File: config.mk
export PLATFORM = sky130hd
export DESIGN_NAME = exu_stage
export DESIGN_NICKNAME = d
export VERILOG_FILES = /design/src/design/exu_pkg.sv /design/src/design/exu_alu.sv /design/src/design/exu_bcu.sv /design/src/design/exu_core.sv /design/src/design/exu_stage.sv
export VERILOG_INCLUDE_DIRS = /design/src /design/src/design
export SDC_FILE = /design/constraint.sdc
export NUM_CORES = 2
export LEC_CHECK = 0
export BUFFER_PORTS_ARGS = -buffer_cell sky130_fd_sc_hd__buf_4
export CORE_UTILIZATION = 30
export DETAILED_ROUTE_END_ITERATION = 7
export GPL_ROUTABILITY_DRIVEN = 0
export GPL_TIMING_DRIVEN = 1
export PLACE_DENSITY = 0.51
export SYNTH_ARGS = -nofsm -noshare
export SYNTH_HDL_FRONTEND = slang
export SYNTH_SLANG_ARGS = --single-unit
File: constraint.sdc
create_clock -name clk -period 1.45 [get_ports clk]
set_input_delay 0.145 -clock clk [delete_from_list [all_inputs] [get_ports clk]]
set_output_delay 0.145 -clock clk [all_outputs]
set_load 0.01 [all_outputs]
File: src/design/exu_config.svh
`ifndef EXU_CONFIG_SVH
`define EXU_CONFIG_SVH

// Data and address width of the RV64 datapath.
`define EXU_XLEN 64

// Width of the ALU operation field carried in the decoded bundle.
`define EXU_ALUOP_W 4

// Width of the branch operation field.
`define EXU_BCUOP_W 3

// Width of the operand-source select.
`define EXU_OPSEL_W 2

// Size of one instruction in bytes, used for the link and fall-through PC.
`define EXU_INST_BYTES 4

`endif

File: src/design/exu_pkg.sv
`include "exu_config.svh"

package exu_pkg;

    // The last three codes are not ALU functions; they steer the core's adder.
    typedef enum logic [`EXU_ALUOP_W-1:0] {
        alu_add   = 4'b0000,
        alu_sub   = 4'b0001,
        alu_sll   = 4'b0010,
        alu_slt   = 4'b0011,
        alu_sltu  = 4'b0100,
        alu_xor   = 4'b0101,
        alu_srl   = 4'b0110,
        alu_sra   = 4'b0111,
        alu_or    = 4'b1000,
        alu_and   = 4'b1001,
        alu_auipc = 4'b1010,
        alu_lui   = 4'b1011,
        alu_jalr  = 4'b1100
    } alu_op_e;

    typedef enum logic [`EXU_BCUOP_W-1:0] {
        bcu_none = 3'b000,
        bcu_beq  = 3'b001,
        bcu_bne  = 3'b010,
        bcu_blt  = 3'b011,
        bcu_bge  = 3'b100,
        bcu_bltu = 3'b101,
        bcu_bgeu = 3'b110,
        bcu_jal  = 3'b111
    } bcu_op_e;

    // Source of the ALU's second operand.
    typedef enum logic [`EXU_OPSEL_W-1:0] {
        opsel_reg = 2'b00,
        opsel_imm = 2'b01
    } opsel_e;

    typedef struct packed {
        alu_op_e              aluop;
        bcu_op_e              bcuop;
        logic [`EXU_XLEN-1:0] op1;
        logic [`EXU_XLEN-1:0] op2;
        logic [`EXU_XLEN-1:0] pc;
        logic [`EXU_XLEN-1:0] offset;
        opsel_e               opsel;
        logic                 word;
        logic                 shift_word;
    } ex_in_t;

    typedef struct packed {
        logic [`EXU_XLEN-1:0] result;
        logic [`EXU_XLEN-1:0] dnpc;
        logic                 jump;
        logic [`EXU_XLEN-1:0] mdata;
    } ex_out_t;

    typedef struct packed {
        logic lt;
        logic ltu;
        logic zero;
    } alu_flags_t;

endpackage

File: src/design/exu_alu.sv
`timescale 1ns/1ps
`include "exu_config.svh"

module exu_alu import exu_pkg::*; (
    input  alu_op_e              aluop,
    input  logic [`EXU_XLEN-1:0] a,
    input  logic [`EXU_XLEN-1:0] b,
    input  logic                 shift_word,
    output logic [`EXU_XLEN-1:0] result,
    output alu_flags_t           flags
);

    logic [`EXU_XLEN:0]   diff;
    logic                 lt;
    logic [5:0]           shamt;
    logic [`EXU_XLEN-1:0] srl_src;
    logic [`EXU_XLEN-1:0] sra_src;

    // One subtraction with an extra borrow bit feeds every compare.
    assign diff = {1'b0, a} - {1'b0, b};

    // With differing signs the negative operand is the smaller one.
    assign lt = (a[`EXU_XLEN-1] ^ b[`EXU_XLEN-1]) ? a[`EXU_XLEN-1] : diff[`EXU_XLEN-1];

    always_comb begin
        flags.lt   = lt;
        flags.ltu  = diff[`EXU_XLEN];
        flags.zero = (diff[`EXU_XLEN-1:0] == '0);
    end

    // Word shifts take a 5-bit amount and work on the low half only.
    assign shamt = shift_word ? {1'b0, b[4:0]} : b[5:0];

    assign srl_src = shift_word ? {{(`EXU_XLEN-32){1'b0}}, a[31:0]} : a;

    // For sraw the sign comes from bit 31.
    assign sra_src = shift_word ? {{(`EXU_XLEN-32){a[31]}}, a[31:0]} : a;

    always_comb begin
        case (aluop)
            alu_add: begin
                result = a + b;
            end
            alu_sub: begin
                result = diff[`EXU_XLEN-1:0];
            end
            alu_sll: begin
                result = a << shamt;
            end
            alu_slt: begin
                result = {{(`EXU_XLEN-1){1'b0}}, lt};
            end
            alu_sltu: begin
                result = {{(`EXU_XLEN-1){1'b0}}, diff[`EXU_XLEN]};
            end
            alu_xor: begin
                result = a ^ b;
            end
            alu_srl: begin
                result = srl_src >> shamt;
            end
            alu_sra: begin
                result = $signed(sra_src) >>> shamt;
            end
            alu_or: begin
                result = a | b;
            end
            alu_and: begin
                result = a & b;
            end
            default: begin
                result = '0;
            end
        endcase
    end

endmodule

File: src/design/exu_bcu.sv
`timescale 1ns/1ps
`include "exu_config.svh"

module exu_bcu import exu_pkg::*; (
    input  bcu_op_e              bcuop,
    input  alu_flags_t           flags,
    input  logic [`EXU_XLEN-1:0] pc,
    input  logic [`EXU_XLEN-1:0] offset,
    output logic                 jump,
    output logic [`EXU_XLEN-1:0] dnpc
);

    logic [`EXU_XLEN-1:0] taken_pc;
    logic [`EXU_XLEN-1:0] next_pc;

    assign taken_pc = pc + offset;
    assign next_pc  = pc + `EXU_INST_BYTES;

    always_comb begin
        case (bcuop)
            bcu_beq: begin
                jump = flags.zero;
            end
            bcu_bne: begin
                jump = !flags.zero;
            end
            bcu_blt: begin
                jump = flags.lt;
            end
            bcu_bge: begin
                jump = !flags.lt;
            end
            bcu_bltu: begin
                jump = flags.ltu;
            end
            bcu_bgeu: begin
                jump = !flags.ltu;
            end
            bcu_jal: begin
                jump = 1'b1;
            end
            default: begin
                jump = 1'b0;
            end
        endcase
    end

    // A branch that is not taken falls through to the next instruction.
    assign dnpc = jump ? taken_pc : next_pc;

endmodule

File: src/design/exu_core.sv
`timescale 1ns/1ps
`include "exu_config.svh"

module exu_core import exu_pkg::*; (
    input  ex_in_t  in,
    output ex_out_t out
);

    logic [`EXU_XLEN-1:0] alu_b;
    logic [`EXU_XLEN-1:0] alu_result;
    alu_flags_t           flags;
    logic                 bcu_jump;
    logic [`EXU_XLEN-1:0] bcu_dnpc;
    logic                 is_auipc;
    logic                 is_lui;
    logic                 is_jalr;
    logic                 is_jal;
    logic [`EXU_XLEN-1:0] adder_a;
    logic [`EXU_XLEN-1:0] adder_b;
    logic [`EXU_XLEN-1:0] adder_result;
    logic [`EXU_XLEN-1:0] jalr_sum;

    // Address generation replaces op2 with the immediate.
    assign alu_b = (in.opsel == opsel_imm) ? in.offset : in.op2;

    exu_alu u_alu (
        .aluop      (in.aluop),
        .a          (in.op1),
        .b          (alu_b),
        .shift_word (in.shift_word),
        .result     (alu_result),
        .flags      (flags)
    );

    exu_bcu u_bcu (
        .bcuop  (in.bcuop),
        .flags  (flags),
        .pc     (in.pc),
        .offset (in.offset),
        .jump   (bcu_jump),
        .dnpc   (bcu_dnpc)
    );

    assign is_auipc = (in.aluop == alu_auipc);
    assign is_lui   = (in.aluop == alu_lui);
    assign is_jalr  = (in.aluop == alu_jalr);
    assign is_jal   = (in.bcuop == bcu_jal);

    // Shared adder for auipc, lui and the link address of jal and jalr.
    assign adder_a      = is_lui ? '0 : in.pc;
    assign adder_b      = (is_auipc || is_lui) ? (in.op2 << 12) : `EXU_INST_BYTES;
    assign adder_result = adder_a + adder_b;

    assign jalr_sum = in.op1 + in.offset;

    always_comb begin
        if (is_auipc || is_lui || is_jal || is_jalr) begin
            out.result = adder_result;
        end else if (in.word) begin
            out.result = {{(`EXU_XLEN-32){alu_result[31]}}, alu_result[31:0]};
        end else begin
            out.result = alu_result;
        end
        out.jump  = is_jalr || bcu_jump;
        out.dnpc  = is_jalr ? {jalr_sum[`EXU_XLEN-1:1], 1'b0} : bcu_dnpc;
        out.mdata = in.op2;
    end

endmodule

File: src/design/exu_stage.sv
`timescale 1ns/1ps

module exu_stage import exu_pkg::*; (
    input  logic    clk,
    input  logic    arst_n,
    input  logic    in_valid,
    input  ex_in_t  in,
    output logic    out_valid,
    output ex_out_t out
);

    ex_out_t core_out;

    exu_core u_core (
        .in  (in),
        .out (core_out)
    );

    // The valid flag follows the strobe with one cycle of delay.
    always_ff @(posedge clk or negedge arst_n) begin
        if (!arst_n) begin
            out_valid <= 1'b0;
        end else begin
            out_valid <= in_valid;
        end
    end

    // Results are captured only on a strobe and held otherwise.
    always_ff @(posedge clk or negedge arst_n) begin
        if (!arst_n) begin
            out <= '0;
        end else if (in_valid) begin
            out <= core_out;
        end
    end

endmodule

-- Yosys cells after proc, flatten, opt, wreduce, memory -nomap -nowiden
Cells that the tools add are included.
- bits in registers: 194
- input bits: 270
- logic and storage cells: 60
- $add $sub $neg: 6
- equal/unequal tests: 20
- shift-type cells: 3
- mux-type cells: 13
- bitwise logic cells: 4
- reduce and logical (&&, ||, !) cells: 9
- operators by type and width (kind ; count):
    case mux 64 bit (10 select lines) ; 1
    2-to-1 mux 64 bit ; 9
    adder 64 bit ; 4
    subtractor 64 x 64 -> 65 bit ; 1
    adder 64 x 3 -> 64 bit (second input constant) ; 1
    AND 64 bit ; 1
    zero test 64 bit ; 1
    OR 64 bit ; 1
    left shift 64 x 6 -> 64 bit ; 1
    >> shifter 64 x 6 -> 64 bit ; 1
    >>> shifter 64 x 6 -> 64 bit ; 1
    bitwise XOR 64 bit ; 1
    == test 4 bit (second input constant) ; 5
    == test 4 x 3 -> 1 bit (second input constant) ; 4
    == test 3 bit (second input constant) ; 4
    == test 4 x 2 -> 1 bit (second input constant) ; 2
    case mux 1 bit (7 select lines) ; 1
    == test 3 x 2 -> 1 bit (second input constant) ; 2
    2-to-1 mux 6 bit ; 1
    == test 4 x 1 -> 1 bit (second input constant) ; 1
    zero test 4 bit ; 1
    logical OR 1 bit ; 4
    == test 3 x 1 -> 1 bit (second input constant) ; 1
    zero test 1 bit ; 3
    other kinds (3) ; 3

-- Depth between registers and ports, before layout
- word-level depth: 8
- depth in mapped cells: 40
- gate-level depth less buffers: 31

-- Cells and area by module
Synthesis repeated with hierarchy kept, for this count alone.
- cell total of the unflattened synthesis: 6099
- area total of the unflattened synthesis: 43185.2 sq um
- by module, submodules not included (module ; instances ; cells an instance ; area an instance (sq um) ; seq. area each (sq um)):
    exu_alu ; 1 ; 3293 ; 20437.1 ; 0.0
    exu_core ; 1 ; 1519 ; 9939.5 ; 0.0
    exu_stage ; 1 ; 408 ; 7244.4 ; 4854.7
    exu_bcu ; 1 ; 879 ; 5564.1 ; 0.0

-- Worst setup path after synthesis
Ideal clock, no wire load.
- kind: input to register
- start: in in[3] (netlist name)
- end: reg out[101] (netlist name)
- arrival: 8346 ps
- data required time: 1308 ps
- slack: -7038 ps
- stages on the path: 39
- buffers on the path: 10
- cell sequence: nand2b_4 > buf_6 > mux2i_1 > inv_2 > buf_1 > buf_1 > clkbuf_1 > clkbuf_1 > buf_1 > ha_1 > a2111o_1 > and3_1 > a22o_1 > buf_4 > o2bb2ai_1 > a211oi_2 > a21oi_2 > a311oi_1 > [... 3 more ...] > fa_1 > nor2_1 > o211ai_1 > a221oi_1 > nand4b_1 > nor4_1 > o2111ai_1 > nor4bb_1 > nand4_1 > nor4_1 > and4_1 > mux2i_4 > and2_4 > buf_6 > buf_6 > buf_6 > mux2i_1 > o221ai_1
- longest elaborated chain between the ends: 8
- RTL lines (what ; line ; source):
    from (decl) ; exu_stage.sv:7 ; input ex_in_t in,
    == test 2 x 1 -> 1 bit * ; exu_core.sv:24 ; assign alu_b = (in.opsel == opsel_imm) ? in.offset : in.op2;
    2-to-1 mux 64 bit * ; exu_core.sv:24 ;
    subtractor 64 x 64 -> 65 bit / bitwise XOR 1 bit (equally long branches) ; exu_alu.sv:20, exu_alu.sv:23 ;
    zero test 64 bit / 2-to-1 mux 1 bit (equally long branches) ; exu_alu.sv:28, exu_alu.sv:23 ;
    zero test 1 bit (on tied branches) ; exu_bcu.sv:25, exu_bcu.sv:31 ;
    case mux 1 bit (7 select lines) * ; exu_bcu.sv:20 ; case (bcuop)
    2-to-1 mux 64 bit * ; exu_bcu.sv:49 ; assign dnpc = jump ? taken_pc : next_pc;
    2-to-1 mux 64 bit * ; exu_core.sv:65 ; out.dnpc = is_jalr ? {jalr_sum[`EXU_XLEN-1:1], 1'b0} : bcu_dnpc;
    to (signal assigned) ; exu_stage.sv:33 ; out <= core_out;
    to (decl) ; exu_stage.sv:9 ; output ex_out_t out
Mark *: on every way between the ends. The rest lies on a longest branch, timed or not.
A chain may end at the register's enable or synchronous reset.

-- Final worst setup path
- start: in in[3] (netlist name)
- end: reg out[74] (netlist name)
Same word-level chain as after synthesis.

==> results_dict.tcl <==
set metrics [dict create \
    cts_buffers 17 \
    synth_area_per_cell_um2 6.96 \
    die_height_um 375 \
    clock_path_buffers 2 \
    cts.clk_slew.worst_paths_ns 0.09 \
    rows 136 \
    cts_root_buf "clkbuf_16" \
    grt_pass1_wl_um 404000 \
    maxClockFrequency_ghz 0.138 \
    totalWireLength_um 287000 \
    synth_area_um2 41800 \
    drive_gt1_frac 0.388 \
    grt_overflow 0 \
    synth_warnings 0 \
    post-synth-top-count-cell "nand2_1" \
    leakagePower_uw 0.0332 \
    vias 62325 \
    final.setup.tns_ns -557.20 \
    critical-path-slowest-cell "fa_2" \
    fin_crit_ns 7.24 \
    synth_edf_count 0 \
    io_buffers 463 \
    comb_power_share 0.739 \
    max_stage_delay_ns 0.52 \
    worst_setup_path_start_kind "input pin" \
    initial_core_util 0.303 \
    tightestPinTransition_ns 1.03 \
    slew_viol_final 0 \
    rsz0062_at_grt "true" \
    async_flop_share 1.00 \
    synth_top_area_share 0.116 \
    dp.cells 10229 \
    status "complete, but fails checks" \
    fp.dieArea_um2 141000 \
    viasPerCell 6.01 \
    drv_cap 0 \
    yosys.cell_types.count 102 \
    clock_sinks 194 \
    htree_levels 4 \
    drtAntennaViolNets 0 \
    power_uw 47900 \
    wl_per_cell_um 27.7 \
    p_sw_uw 23200 \
    clk-insertion-delay-late_ns 0.53 \
    multi_input_area_um2 36200 \
    max-vdd-ir-drop_uv 1160 \
    criticalPathCategory "in -> reg" \
    synth_top_area_cell "dfrtp_1" \
    seq_area_um2 4850 \
    hold_viol_final 0 \
    fin_ws_ns -5.79 \
    min_period_over_period 4.99 \
    final-setup-viol-count 129 \
    netlist_top_cells_count "706 x nand2_1, 608 x a21oi_1, 495 x nor2_1" \
    place_ws_ns -6.80 \
    grt_max_degree 76 \
    ys_seq_area_frac 0.116 \
    arrival_ns 7.71 \
    fin_nets 9195 \
    drc 37 \
    grt_util_all_layers 0.390 \
    final.setup_skew_ns 0 \
    nFillCells 13762 \
    powerDensity_nw_per_um2 705 \
    area_delta_synth_final_pct 62.3 \
    synth_nets 6651 \
    dpl.hpwl_um 236000 \
    cp-end-kind "flip-flop" \
    core_um2 138000 \
    cp_top_family "simple AND/OR/NAND/NOR gates" \
    cts_tree "built" \
    worstPathRequired_ns 1.91 \
    fin_cells 10371 \
    grt_pass1_vias 59269 \
    clkPwrFrac 0.113 \
    syn_inst 6012 \
    drt_first_pass_iters 8 \
    violations "design-rule violations, negative setup slack" \
    drtIter0Drc 8384 \
    ios 464 \
    synth-seq-cells 194 \
    cp_num_buf_inv 10 \
    antenna_found_initial 26 \
    min_path_type "in -> reg" \
    switching_share 0.484 \
    crit_fanout 12 \
    p_int_uw 24700 \
    relSlewSlack 0.309 \
    synth_ff_type "dfrtp_1" \
    die_w_um 375 \
    synthTopCellsByArea "dfrtp_1 12%, ha_1 11%, a21oi_1 7.3%" \
    power.share.sequential 0.148 \
]
==> power by group through the flow <==
stage	clock network, uW	logic (uW)	registers [uW]
after floorplan	0	14100	7150
after global placement	0	31900	7140
after detailed placement	0	32000	7130
after CTS	5520	33200	7040
after global routing	5580	36600	7120
final	5410	35400	7090
==> timing repair <==
item	in CTS	in global routing
setup buffers	26	23
endpoints found under the hold margin	241	0
pin swaps	35	46
cloned	7	0
gates resized for setup	195	124
endpoints found under the setup margin	130	129
hold buffers	49	0
==> flip-flops by register name, indices dropped and copies added (netlist names) <==
signal	cells
out_valid	1
out	193
==> layout make-up <==
type / instances / share of cell area
Antenna cell: 8 / 0.000295
Clock buffer: 18 / 0.00647
Clock inverter: 14 / 0.00238
Inverter: 263 / 0.0148
Multi-Input combinational cell: 5155 / 0.532
Sequential cell: 194 / 0.0715
Tap cell: 1794 / 0.0331
Timing Repair Buffer: 2925 / 0.339
==> stage by stage <==
stage / cell area [um^2] / utilization / hold slack [ns]
global placement: 64700 / 0.469 / -0.00221
finish: 67900 / 0.493 / 0.0562
CTS: 67200 / 0.488 / 0.00248
detailed placement: 64700 / 0.469 / 0.00148
global route: 67900 / 0.492 / 0.0429
floorplan: 42600 / - / -0.151
==> routing by layer <==
metal | global-route usage | vias up | routed length, um
li1 | - | 27299 | -
met1 | 0.489 | 29732 | 110000
met2 | 0.570 | 4188 | 117000
met3 | 0.140 | 1076 | 39400
met4 | 0.225 | 30 | 20600
met5 | 0 | - | 213
==> worst paths after layout <==
path                       startpoint  endpoint  slack [ns]  cells past startpoint
max in group asynchronous      arst_n   out[86]        0.31                      3
hold reg to reg              out[119]  out[119]        0.51                      2
hold / removal                in[160]   out[28]        0.06                      3
setup / recovery                in[3]   out[74]       -5.79                     40
setup reg to reg             out[128]  out[128]        0.48                      1
min in group asynchronous      arst_n  out[100]        0.23                      3
==> cells by family after synthesis <==
kind of cell             count (synthesis)  share of synthesized area
adder cells (fa/ha/maj)                369                      0.111
AND/OR/NAND/NOR                       1987                      0.220
XOR/XNOR                               306                     0.0641
multiplexers                           386                     0.0995
flip-flops                             194                      0.116
buffers and inverters                  664                     0.0618
AO/OA/AOI/OAI                         2106                      0.327
==> layout by cell type, fill, tap and decap left out, types with 36 or more instances in the layout <==
| cell type | synthesis | final |
|---|---|---|
| nor2b_1 | 51 | 45 |
| o21bai_1 | 62 | 60 |
| a211oi_1 | 91 | 79 |
| nand2_1 | 706 | 681 |
| o221ai_1 | 63 | 59 |
| o31ai_1 | 45 | 36 |
| dfrtp_1 | 194 | 194 |
| mux2i_1 | 282 | 271 |
| a21o_1 | 157 | 156 |
| nand3_1 | 161 | 157 |
| o21ai_1 | 50 | 77 |
| inv_1 | 252 | 233 |
| nor2_1 | 495 | 484 |
| nand4_1 | 60 | 60 |
| a21oi_1 | 608 | 573 |
| a22oi_1 | 64 | 62 |
| xor2_1 | 77 | 77 |
| xnor2_1 | 229 | 228 |
| o211ai_1 | 84 | 84 |
| and2_1 | 96 | 96 |
| buf_12 | 0 | 57 |
| mux2_2 | 87 | 85 |
| a221oi_1 | 79 | 69 |
| and3_1 | 134 | 133 |
| nand2b_1 | 41 | 40 |
| nor4_1 | 51 | 38 |
| a31oi_1 | 82 | 81 |
| o22ai_1 | 63 | 62 |
| o21ai_0 | 373 | 331 |
| ha_1 | 365 | 329 |
| dlygate4sd3_1 | 0 | 49 |
| buf_4 | 4 | 2786 |
| nor3_1 | 103 | 100 |
(Power assumes the default switching activity.)
